`src/verilog/simon_macros.svh`:
```
`ifndef SIMON_MACROS_SVH
`define SIMON_MACROS_SVH

// cycles a synchronized button must stay unchanged before the held level follows it
`define SIMON_DEBOUNCE_CYCLES 8

// one playback slot; on the board this would be one second of clock
`define SIMON_TONE_CYCLES 40

// lit part of a slot, three quarters of it
`define SIMON_TONE_ON_CYCLES 30

// galois lfsr for the color stream
`define SIMON_LFSR_WIDTH 16

// must be nonzero, the lfsr never leaves the all-zero state
`define SIMON_LFSR_SEED 16'hACE1

// score and the counters that compare against it
`define SIMON_SCORE_WIDTH 8

`endif

```
`src/verilog/simon_pkg.sv`:
```
`default_nettype none

`include "simon_macros.svh"

package simonPkg;

	// game FSM states
	typedef enum logic [3:0] {
		IDLE           = 4'd0,
		RANDOMIZE      = 4'd1,
		SIMON_PLAY     = 4'd2,
		PLAYER_INIT    = 4'd3,
		PLAYER_ENTRY   = 4'd4,
		PLAYER_RELEASE = 4'd5,
		PLAYER_CHECK   = 4'd6,
		PLAYER_LOSE    = 4'd7
	} gameState_t;

	// colors match the button layout
	typedef enum logic [1:0] {
		GREEN  = 2'd0,
		RED    = 2'd1,
		YELLOW = 2'd2,
		BLUE   = 2'd3
	} color_t;

	typedef logic [`SIMON_SCORE_WIDTH-1:0] score_t;

endpackage

`default_nettype wire

```
`src/verilog/buttonDebouncer.sv`:
```
`default_nettype none

`include "simon_macros.svh"

module buttonDebouncer (
	input  wire  clk,
	input  wire  reset,
	input  wire  button,
	output logic held
);

	localparam int unsigned StableCycles = `SIMON_DEBOUNCE_CYCLES;
	localparam int unsigned CountWidth = $clog2(StableCycles + 1);

	logic syncMeta;
	logic syncLevel;
	logic lastLevel;
	logic [CountWidth-1:0] stableCount;
	logic isStable;

	assign isStable = (stableCount == CountWidth'(StableCycles));

	always_ff @(posedge clk or posedge reset) begin
		if (reset) begin
			syncMeta <= 1'b0;
			syncLevel <= 1'b0;
			lastLevel <= 1'b0;
			stableCount <= '0;
			held <= 1'b0;
		end else begin
			// two-flop synchronizer for the raw switch
			syncMeta <= button;
			syncLevel <= syncMeta;
			lastLevel <= syncLevel;
			// any edge restarts the count, otherwise count up and stop at the limit
			if (syncLevel != lastLevel) begin
				stableCount <= '0;
			end else if (!isStable) begin
				stableCount <= stableCount + 1'b1;
			end
			if (isStable) begin
				held <= lastLevel;
			end
		end
	end

endmodule

`default_nettype wire

```
`src/verilog/sequenceGenerator.sv`:
```
`default_nettype none

`include "simon_macros.svh"

module sequenceGenerator
	import simonPkg::*;
(
	input  wire    clk,
	input  wire    reset,
	input  wire    stepSequence,
	input  wire    captureSeed,
	input  wire    rerunSequence,
	output color_t color
);

	localparam int unsigned LfsrWidth = `SIMON_LFSR_WIDTH;

	// x^16 + x^14 + x^13 + x^11 + 1, maximal length
	localparam logic [LfsrWidth-1:0] Taps = LfsrWidth'(16'hB400);
	localparam logic [LfsrWidth-1:0] ResetSeed = LfsrWidth'(`SIMON_LFSR_SEED);

	logic [LfsrWidth-1:0] lfsrState;
	logic [LfsrWidth-1:0] seedState;
	logic [LfsrWidth-1:0] lfsrNext;

	// galois form shifts right and folds the dropped bit into the taps
	always_comb begin
		lfsrNext = {1'b0, lfsrState[LfsrWidth-1:1]};
		if (lfsrState[0]) begin
			lfsrNext = lfsrNext ^ Taps;
		end
	end

	always_ff @(posedge clk or posedge reset) begin
		if (reset) begin
			lfsrState <= ResetSeed;
			seedState <= ResetSeed;
		end else begin
			// rerun wins over a step in the same cycle
			if (rerunSequence) begin
				lfsrState <= seedState;
			end else if (stepSequence) begin
				lfsrState <= lfsrNext;
			end
			// round seed, replayed from the start of every round
			if (captureSeed) begin
				seedState <= lfsrState;
			end
		end
	end

	assign color = color_t'(lfsrState[1:0]);

endmodule

`default_nettype wire

```
`src/verilog/toneTimer.sv`:
```
`default_nettype none

`include "simon_macros.svh"

module toneTimer (
	input  wire  clk,
	input  wire  reset,
	input  wire  slotEnable,
	output logic slotDone,
	output logic toneWindow
);

	localparam int unsigned SlotCycles = `SIMON_TONE_CYCLES;
	localparam int unsigned OnCycles = `SIMON_TONE_ON_CYCLES;
	localparam int unsigned CountWidth = $clog2(SlotCycles);

	logic [CountWidth-1:0] slotCount;
	logic slotEnd;

	assign slotEnd = (slotCount == CountWidth'(SlotCycles - 1));

	// counter sits at zero while disabled so the first slot starts lit
	always_ff @(posedge clk or posedge reset) begin
		if (reset) begin
			slotCount <= '0;
		end else if (!slotEnable || slotEnd) begin
			slotCount <= '0;
		end else begin
			slotCount <= slotCount + 1'b1;
		end
	end

	// last cycle of a slot, back-to-back slots follow with no gap
	assign slotDone = slotEnable && slotEnd;

	// lit for the first part of the slot, dark for the rest
	assign toneWindow = slotEnable && (slotCount < CountWidth'(OnCycles));

endmodule

`default_nettype wire

```
`src/verilog/gameController.sv`:
```
`default_nettype none

module gameController
	import simonPkg::*;
(
	input  wire    clk,
	input  wire    reset,
	input  wire    heldGreen,
	input  wire    heldRed,
	input  wire    heldYellow,
	input  wire    heldBlue,
	input  wire    color_t color,
	input  wire    slotDone,
	input  wire    toneWindow,
	output logic   stepSequence,
	output logic   captureSeed,
	output logic   rerunSequence,
	output logic   slotEnable,
	output logic   lampOn,
	output logic   toneOn,
	output logic   awaitingPlayer,
	output color_t lampColor,
	output score_t score
);

	gameState_t state;
	gameState_t nextState;
	color_t entryColor;
	color_t pressedColor;
	score_t playedCount;
	score_t entryCount;
	logic anyHeld;
	logic entryMatch;
	logic lastSlot;
	logic roundComplete;

	assign anyHeld = heldGreen | heldRed | heldYellow | heldBlue;

	// with several buttons down the entry resolves green, yellow, red, blue
	always_comb begin
		if (heldGreen) begin
			pressedColor = GREEN;
		end else if (heldYellow) begin
			pressedColor = YELLOW;
		end else if (heldRed) begin
			pressedColor = RED;
		end else begin
			pressedColor = BLUE;
		end
	end

	assign entryMatch = (entryColor == color);
	// a round plays and expects score+1 colors
	assign lastSlot = (playedCount == score);
	assign roundComplete = (entryCount == score);

	always_comb begin
		nextState = state;
		stepSequence = 1'b0;
		captureSeed = 1'b0;
		rerunSequence = 1'b0;
		case (state)
			IDLE: begin
				if (heldGreen) begin
					nextState = RANDOMIZE;
				end
			end
			RANDOMIZE: begin
				// free-running lfsr while green is held, hold time picks the seed
				if (heldGreen) begin
					stepSequence = 1'b1;
				end else begin
					captureSeed = 1'b1;
					nextState = SIMON_PLAY;
				end
			end
			SIMON_PLAY: begin
				if (slotDone) begin
					stepSequence = 1'b1;
					if (lastSlot) begin
						nextState = PLAYER_INIT;
					end
				end
			end
			PLAYER_INIT: begin
				rerunSequence = 1'b1;
				nextState = PLAYER_ENTRY;
			end
			PLAYER_ENTRY: begin
				if (anyHeld) begin
					nextState = PLAYER_RELEASE;
				end
			end
			PLAYER_RELEASE: begin
				if (!anyHeld) begin
					nextState = PLAYER_CHECK;
				end
			end
			PLAYER_CHECK: begin
				if (!entryMatch) begin
					nextState = PLAYER_LOSE;
				end else if (roundComplete) begin
					// replay the round from its seed, one color longer
					rerunSequence = 1'b1;
					nextState = SIMON_PLAY;
				end else begin
					stepSequence = 1'b1;
					nextState = PLAYER_ENTRY;
				end
			end
			PLAYER_LOSE: begin
				nextState = IDLE;
			end
			default: begin
				nextState = IDLE;
			end
		endcase
	end

	always_ff @(posedge clk or posedge reset) begin
		if (reset) begin
			state <= IDLE;
			playedCount <= '0;
			entryCount <= '0;
			score <= '0;
		end else begin
			state <= nextState;
			case (state)
				SIMON_PLAY: begin
					if (slotDone) begin
						playedCount <= lastSlot ? '0 : playedCount + 1'b1;
					end
				end
				PLAYER_INIT: begin
					entryCount <= '0;
				end
				PLAYER_CHECK: begin
					if (entryMatch) begin
						if (roundComplete) begin
							score <= score + 1'b1;
							entryCount <= '0;
						end else begin
							entryCount <= entryCount + 1'b1;
						end
					end
				end
				PLAYER_LOSE: begin
					score <= '0;
				end
				default: begin
				end
			endcase
		end
	end

	// color under test, captured on the first held button
	always_ff @(posedge clk) begin
		if (state == PLAYER_ENTRY && anyHeld) begin
			entryColor <= pressedColor;
		end
	end

	assign slotEnable = (state == SIMON_PLAY);
	// lamp and tone share one enable, playback window or the pressed button
	assign lampOn = (slotEnable && toneWindow) || (state == PLAYER_RELEASE);
	assign toneOn = lampOn;
	assign awaitingPlayer = (state == PLAYER_ENTRY);
	assign lampColor = (state == PLAYER_RELEASE) ? entryColor : color;

endmodule

`default_nettype wire

```
`src/verilog/simonGame.sv`:
```
`default_nettype none

module simonGame
	import simonPkg::*;
(
	input  wire    clk,
	input  wire    reset,
	input  wire    btnTopLeft,
	input  wire    btnTopRight,
	input  wire    btnBottomLeft,
	input  wire    btnBottomRight,
	output logic   lampOn,
	output logic   toneOn,
	output color_t lampColor,
	output score_t score,
	output logic   awaitingPlayer
);

	logic heldGreen;
	logic heldRed;
	logic heldYellow;
	logic heldBlue;
	logic stepSequence;
	logic captureSeed;
	logic rerunSequence;
	logic slotEnable;
	logic slotDone;
	logic toneWindow;
	color_t color;

	// button layout: green top-left, red top-right, yellow bottom-left, blue bottom-right
	buttonDebouncer debounceGreen (
		.clk(clk),
		.reset(reset),
		.button(btnTopLeft),
		.held(heldGreen)
	);

	buttonDebouncer debounceRed (
		.clk(clk),
		.reset(reset),
		.button(btnTopRight),
		.held(heldRed)
	);

	buttonDebouncer debounceYellow (
		.clk(clk),
		.reset(reset),
		.button(btnBottomLeft),
		.held(heldYellow)
	);

	buttonDebouncer debounceBlue (
		.clk(clk),
		.reset(reset),
		.button(btnBottomRight),
		.held(heldBlue)
	);

	sequenceGenerator generator (
		.clk(clk),
		.reset(reset),
		.stepSequence(stepSequence),
		.captureSeed(captureSeed),
		.rerunSequence(rerunSequence),
		.color(color)
	);

	toneTimer timer (
		.clk(clk),
		.reset(reset),
		.slotEnable(slotEnable),
		.slotDone(slotDone),
		.toneWindow(toneWindow)
	);

	gameController controller (
		.clk(clk),
		.reset(reset),
		.heldGreen(heldGreen),
		.heldRed(heldRed),
		.heldYellow(heldYellow),
		.heldBlue(heldBlue),
		.color(color),
		.slotDone(slotDone),
		.toneWindow(toneWindow),
		.stepSequence(stepSequence),
		.captureSeed(captureSeed),
		.rerunSequence(rerunSequence),
		.slotEnable(slotEnable),
		.lampOn(lampOn),
		.toneOn(toneOn),
		.awaitingPlayer(awaitingPlayer),
		.lampColor(lampColor),
		.score(score)
	);

endmodule

`default_nettype wire

```
`config.mk`:
```
export PLATFORM = sky130hd
export DESIGN_NAME = simonGame
export DESIGN_NICKNAME = d
export VERILOG_FILES = /design/src/verilog/simon_pkg.sv /design/src/verilog/buttonDebouncer.sv /design/src/verilog/sequenceGenerator.sv /design/src/verilog/toneTimer.sv /design/src/verilog/gameController.sv /design/src/verilog/simonGame.sv
export VERILOG_INCLUDE_DIRS = /design/src /design/src/verilog
export SDC_FILE = /design/constraint.sdc
export NUM_CORES = 1
export LEC_CHECK = 0
export BUFFER_PORTS_ARGS = -buffer_cell sky130_fd_sc_hd__buf_2
export CAP_MARGIN = 20
export CORE_UTILIZATION = 30
export DETAILED_ROUTE_END_ITERATION = 7
export PLACE_DENSITY = 0.56
export SYNTH_ARGS = -nofsm -noshare
export SYNTH_HDL_FRONTEND = slang
export SYNTH_SLANG_ARGS = --single-unit
```
`constraint.sdc`:
```
create_clock -name clk -period 4.4 [get_ports clk]
set_clock_uncertainty 0.2 [all_clocks]
set_input_delay 0.66 -clock clk [delete_from_list [all_inputs] [get_ports clk]]
set_output_delay 0.66 -clock clk [all_outputs]
set_load 0.1 [all_outputs]
```
==> flow_summary_export.csv <==
group,metric,value,unit
outcome,status,"finished clean",
cts,cts_tree,"done",
setup_path,arrival,2.20,ns
cts,root_buffer,"clkbuf_16",
routing,num_vias,3268,
timing,finalCritPeriodShare,69.5,%
cts,postCtsHoldBufs,0,
pwr,power_density,425,nW/um2
pwr,ir_drop,0.000280,V
global_route,grt_pass1_vias,3243,
logic_synthesis,syn_avg_cell_area,11.0,um2
place,place_inst,654,
setup_path,start_kind,"flip-flop",
global_route,grt_pass1_wl,16.1,mm
logic_synthesis,syn_area,4780,um2
routing,wire_per_inst,13.6,um
timing,relSlewSlack,59.1,%
timing,setup_ws,1.34,ns
cts,cts_inserted_buffers,9,
place,placed_cell_area,5100,um2
setup_path,crit_path_end_kind,"output port",
setup_path,crit_type,"reg2out",
floorplanning,io_pins,19,
setup_path,cp_slowest_cell,"dfrtp_1",
logic_synthesis,syn-num-nets,454,
cts,post_cts_buffers,0,
pwr,power.leakage,2.41,nW
floorplanning,fp.dieH,128,um
logic_synthesis,synth_area_leader_cell,"dfrtp_1",
global_route,gr-usage-met3,3.96,%
cts,cts.htree.levels,3,
layout,fin_nets,472,
place,dp_slack,1.50,ns
logic_synthesis,ys_seq_elements,99,
logic_synthesis,synthArstFlopShare,98.0,%
timing,hold_viol,0,
routing,ant_nets,0,
place,port_buffers,18,
timing,setup_viol,0,
floorplanning,coreArea,15400,um2
routing,drt_drc_violations_left,0,
floorplanning,num_rows,45,
layout,layout-drive-gt1-share,20.0,%
logic_synthesis,yosys-top-cells-count,"81 x dfrtp_1, 40 x nor2_1, 36 x nand2_1",
cts,cts.sinks,99,
global_route,antenna_found_initial,0,
timing,tns,0,ns
setup_path,critical_path.max_fanout,12,
global_route,grt-busiest-layer,"met2",
job,drv_cap,0,
floorplanning,start_util,31.1,%
logic_synthesis,synth_edf_count,2,
timing,tightestPinTransition,0.611,ns
logic_synthesis,synth_ff_type,"dfrtp_1",
timing,slew_violations,0,
logic_synthesis,syn_inst,436,
routing,totalWireLength,9.09,mm
logic_synthesis,synth_most_common_cell,"dfrtp_1",
timing,fin_crit,3.06,ns
timing,maxClockFrequency,327,MHz
floorplanning,die_x,128,um
routing,drt_iter0_markers,180,
cts,clk_path_buf_depth,2,
hold_path,hold_path.class,"in2async",
layout,stdcell_count,670,
place,place_hpwl,6.28,mm
logic_synthesis,yosys_warnings,0,
place,gp_congestion,0.814,
cts,clkSlewWorstSetupHoldPaths,0.06,ns
setup_path,critical-path-max-stage-delay,0.59,ns
global_route,grt_max_degree,45,
routing,firstDrtPassIters,4,
logic_synthesis,ys_seq_area_share,52.5,%
layout,syn2layout_area_growth,13.2,%
logic_synthesis,synth_cell_type_count,51,
global_route,groute.usage.overall,12.5,%
layout,antennaDiodeCount,0,
logic_synthesis,synth_top_cell_area_share,42.4,%
layout,fill_cells,1520,
logic_synthesis,ys_top_cells_by_area,"dfrtp_1 42%, dfstp_2 8.8%, mux2_2 5.4%",
global_route,met1_usage,16.0,%
cts,cts_resized,0,
global_route,met2_usage,19.4,%
global_route,grt.overflow.total,0,
floorplanning,fp.dieArea,16400,um2
setup_path,cpLargestDelayFamily,"flip-flops",
setup_path,cp_num_buf_inv,1,
layout,final_area,5410,um2
setup_path,path_cells,"or3b_2 -> o31ai_2 -> buf_2",
timing,rsz0062_at_grt,"false",
setup_path,critPathRequiredTime,3.54,ns
cts,clock_latency,0.35,ns
routing,routed_via_density,4.88,
## layout by cell type, fill, tap and decap left out, types with 3 or more instances in the layout
| cell | instances |
|---|---|
| inv_1 | 11 |
| nor3b_1 | 3 |
| ha_1 | 12 |
| o21ai_0 | 19 |
| a222oi_1 | 3 |
| dfrtp_1 | 81 |
| clkbuf_16 | 10 |
| buf_4 | 8 |
| nand3b_1 | 5 |
| nand2_1 | 36 |
| nand4_1 | 6 |
| mux2_2 | 23 |
| nor4_1 | 3 |
| and3_1 | 8 |
| dfstp_2 | 16 |
| a211oi_1 | 3 |
| nor2_1 | 40 |
| or3_1 | 4 |
| nand3_1 | 14 |
| xnor2_1 | 19 |
| a21oi_1 | 12 |
| nor3_1 | 14 |
| nor2b_1 | 5 |
| a22o_1 | 4 |
| buf_2 | 18 |
| mux2i_1 | 6 |
| xor2_1 | 28 |
| a221o_1 | 12 |
| a31oi_1 | 3 |
## state kept, by name, summed over array words and instances, names as in the netlist, 2 cells and up
signal and flops:
generator.lfsrState 16, generator.seedState 16, controller.entryCount 8, controller.playedCount 8
controller.score 8, timer.slotCount 6, debounceBlue.stableCount 4, debounceGreen.stableCount 4
debounceRed.stableCount 4, debounceYellow.stableCount 4, controller.state 3, controller.entryColor 2
## cells by family after synthesis
| logic type | Yosys count | synth area share [%] |
|---|---|---|
| AO/OA/AOI/OAI | 67 | 9.90 |
| XOR/XNOR | 47 | 8.61 |
| multiplexers | 29 | 6.68 |
| flip-flops | 99 | 52.5 |
| AND/OR/NAND/NOR | 151 | 16.2 |
| adder cells (fa/ha/maj) | 12 | 3.14 |
| buffers and inverters | 31 | 3.04 |
## final timing paths
path	startpoint	to	slack, ns	cells past startpoint
worst max-delay path	controller.state[1]	toneOn	1.34	3
worst min-delay path	reset	debounceYellow.stableCount[2]	0.03	2
worst max register to register	controller.state[2]	controller.score[6]	1.48	5
worst min register to register	debounceGreen.syncMeta	debounceGreen.syncLevel	0.15	0
max in group asynchronous	reset	generator.lfsrState[7]	3.13	3
min in group clk	debounceGreen.syncMeta	debounceGreen.syncLevel	0.15	0
## metrics by stage
stage	total power [mW]	hold WS [ns]	utilization [%]
after floorplan	1.42	0.131	-
final	2.30	0.0344	35.2
after global placement	1.49	0.134	33.2
after CTS	2.34	0.0296	35.2
after global routing	2.42	0.0486	35.2
after detailed placement	1.51	0.135	33.2
## per-layer routing
layer  wire (um)  vias to the layer above
met3         378                       13
met2        4250                       44
met4         175                        0
met5           0                        -
li1            -                     1585
met1        4280                     1626
## worst register-to-register path, stage by stage (launching register included)
cell and delay [ns]:
dfrtp_1 0.54, inv_1 0.20, or4_1 0.80, or4_4 0.60, or3_1 0.36, a21oi_1 0.14
## power breakdown
part	internal (mW)	leakage, nW	switching (mW)
logic	0.139	0.994	0.291
registers	0.979	1.27	0.0783
clock network	0.476	0.147	0.339
total	1.59	2.41	0.708
## cell type report
class	instances	area (um2)	share of cell area [%]
Tap cell	211	264	4.88
Inverter	12	46.3	0.855
Clock buffer	11	254	4.69
Multi-Input combinational cell	306	2130	39.4
Clock inverter	5	58.8	1.09
Timing Repair Buffer	26	150	2.77
Sequential cell	99	2510	46.3
Note: power is estimated with default switching activity, not from simulation.
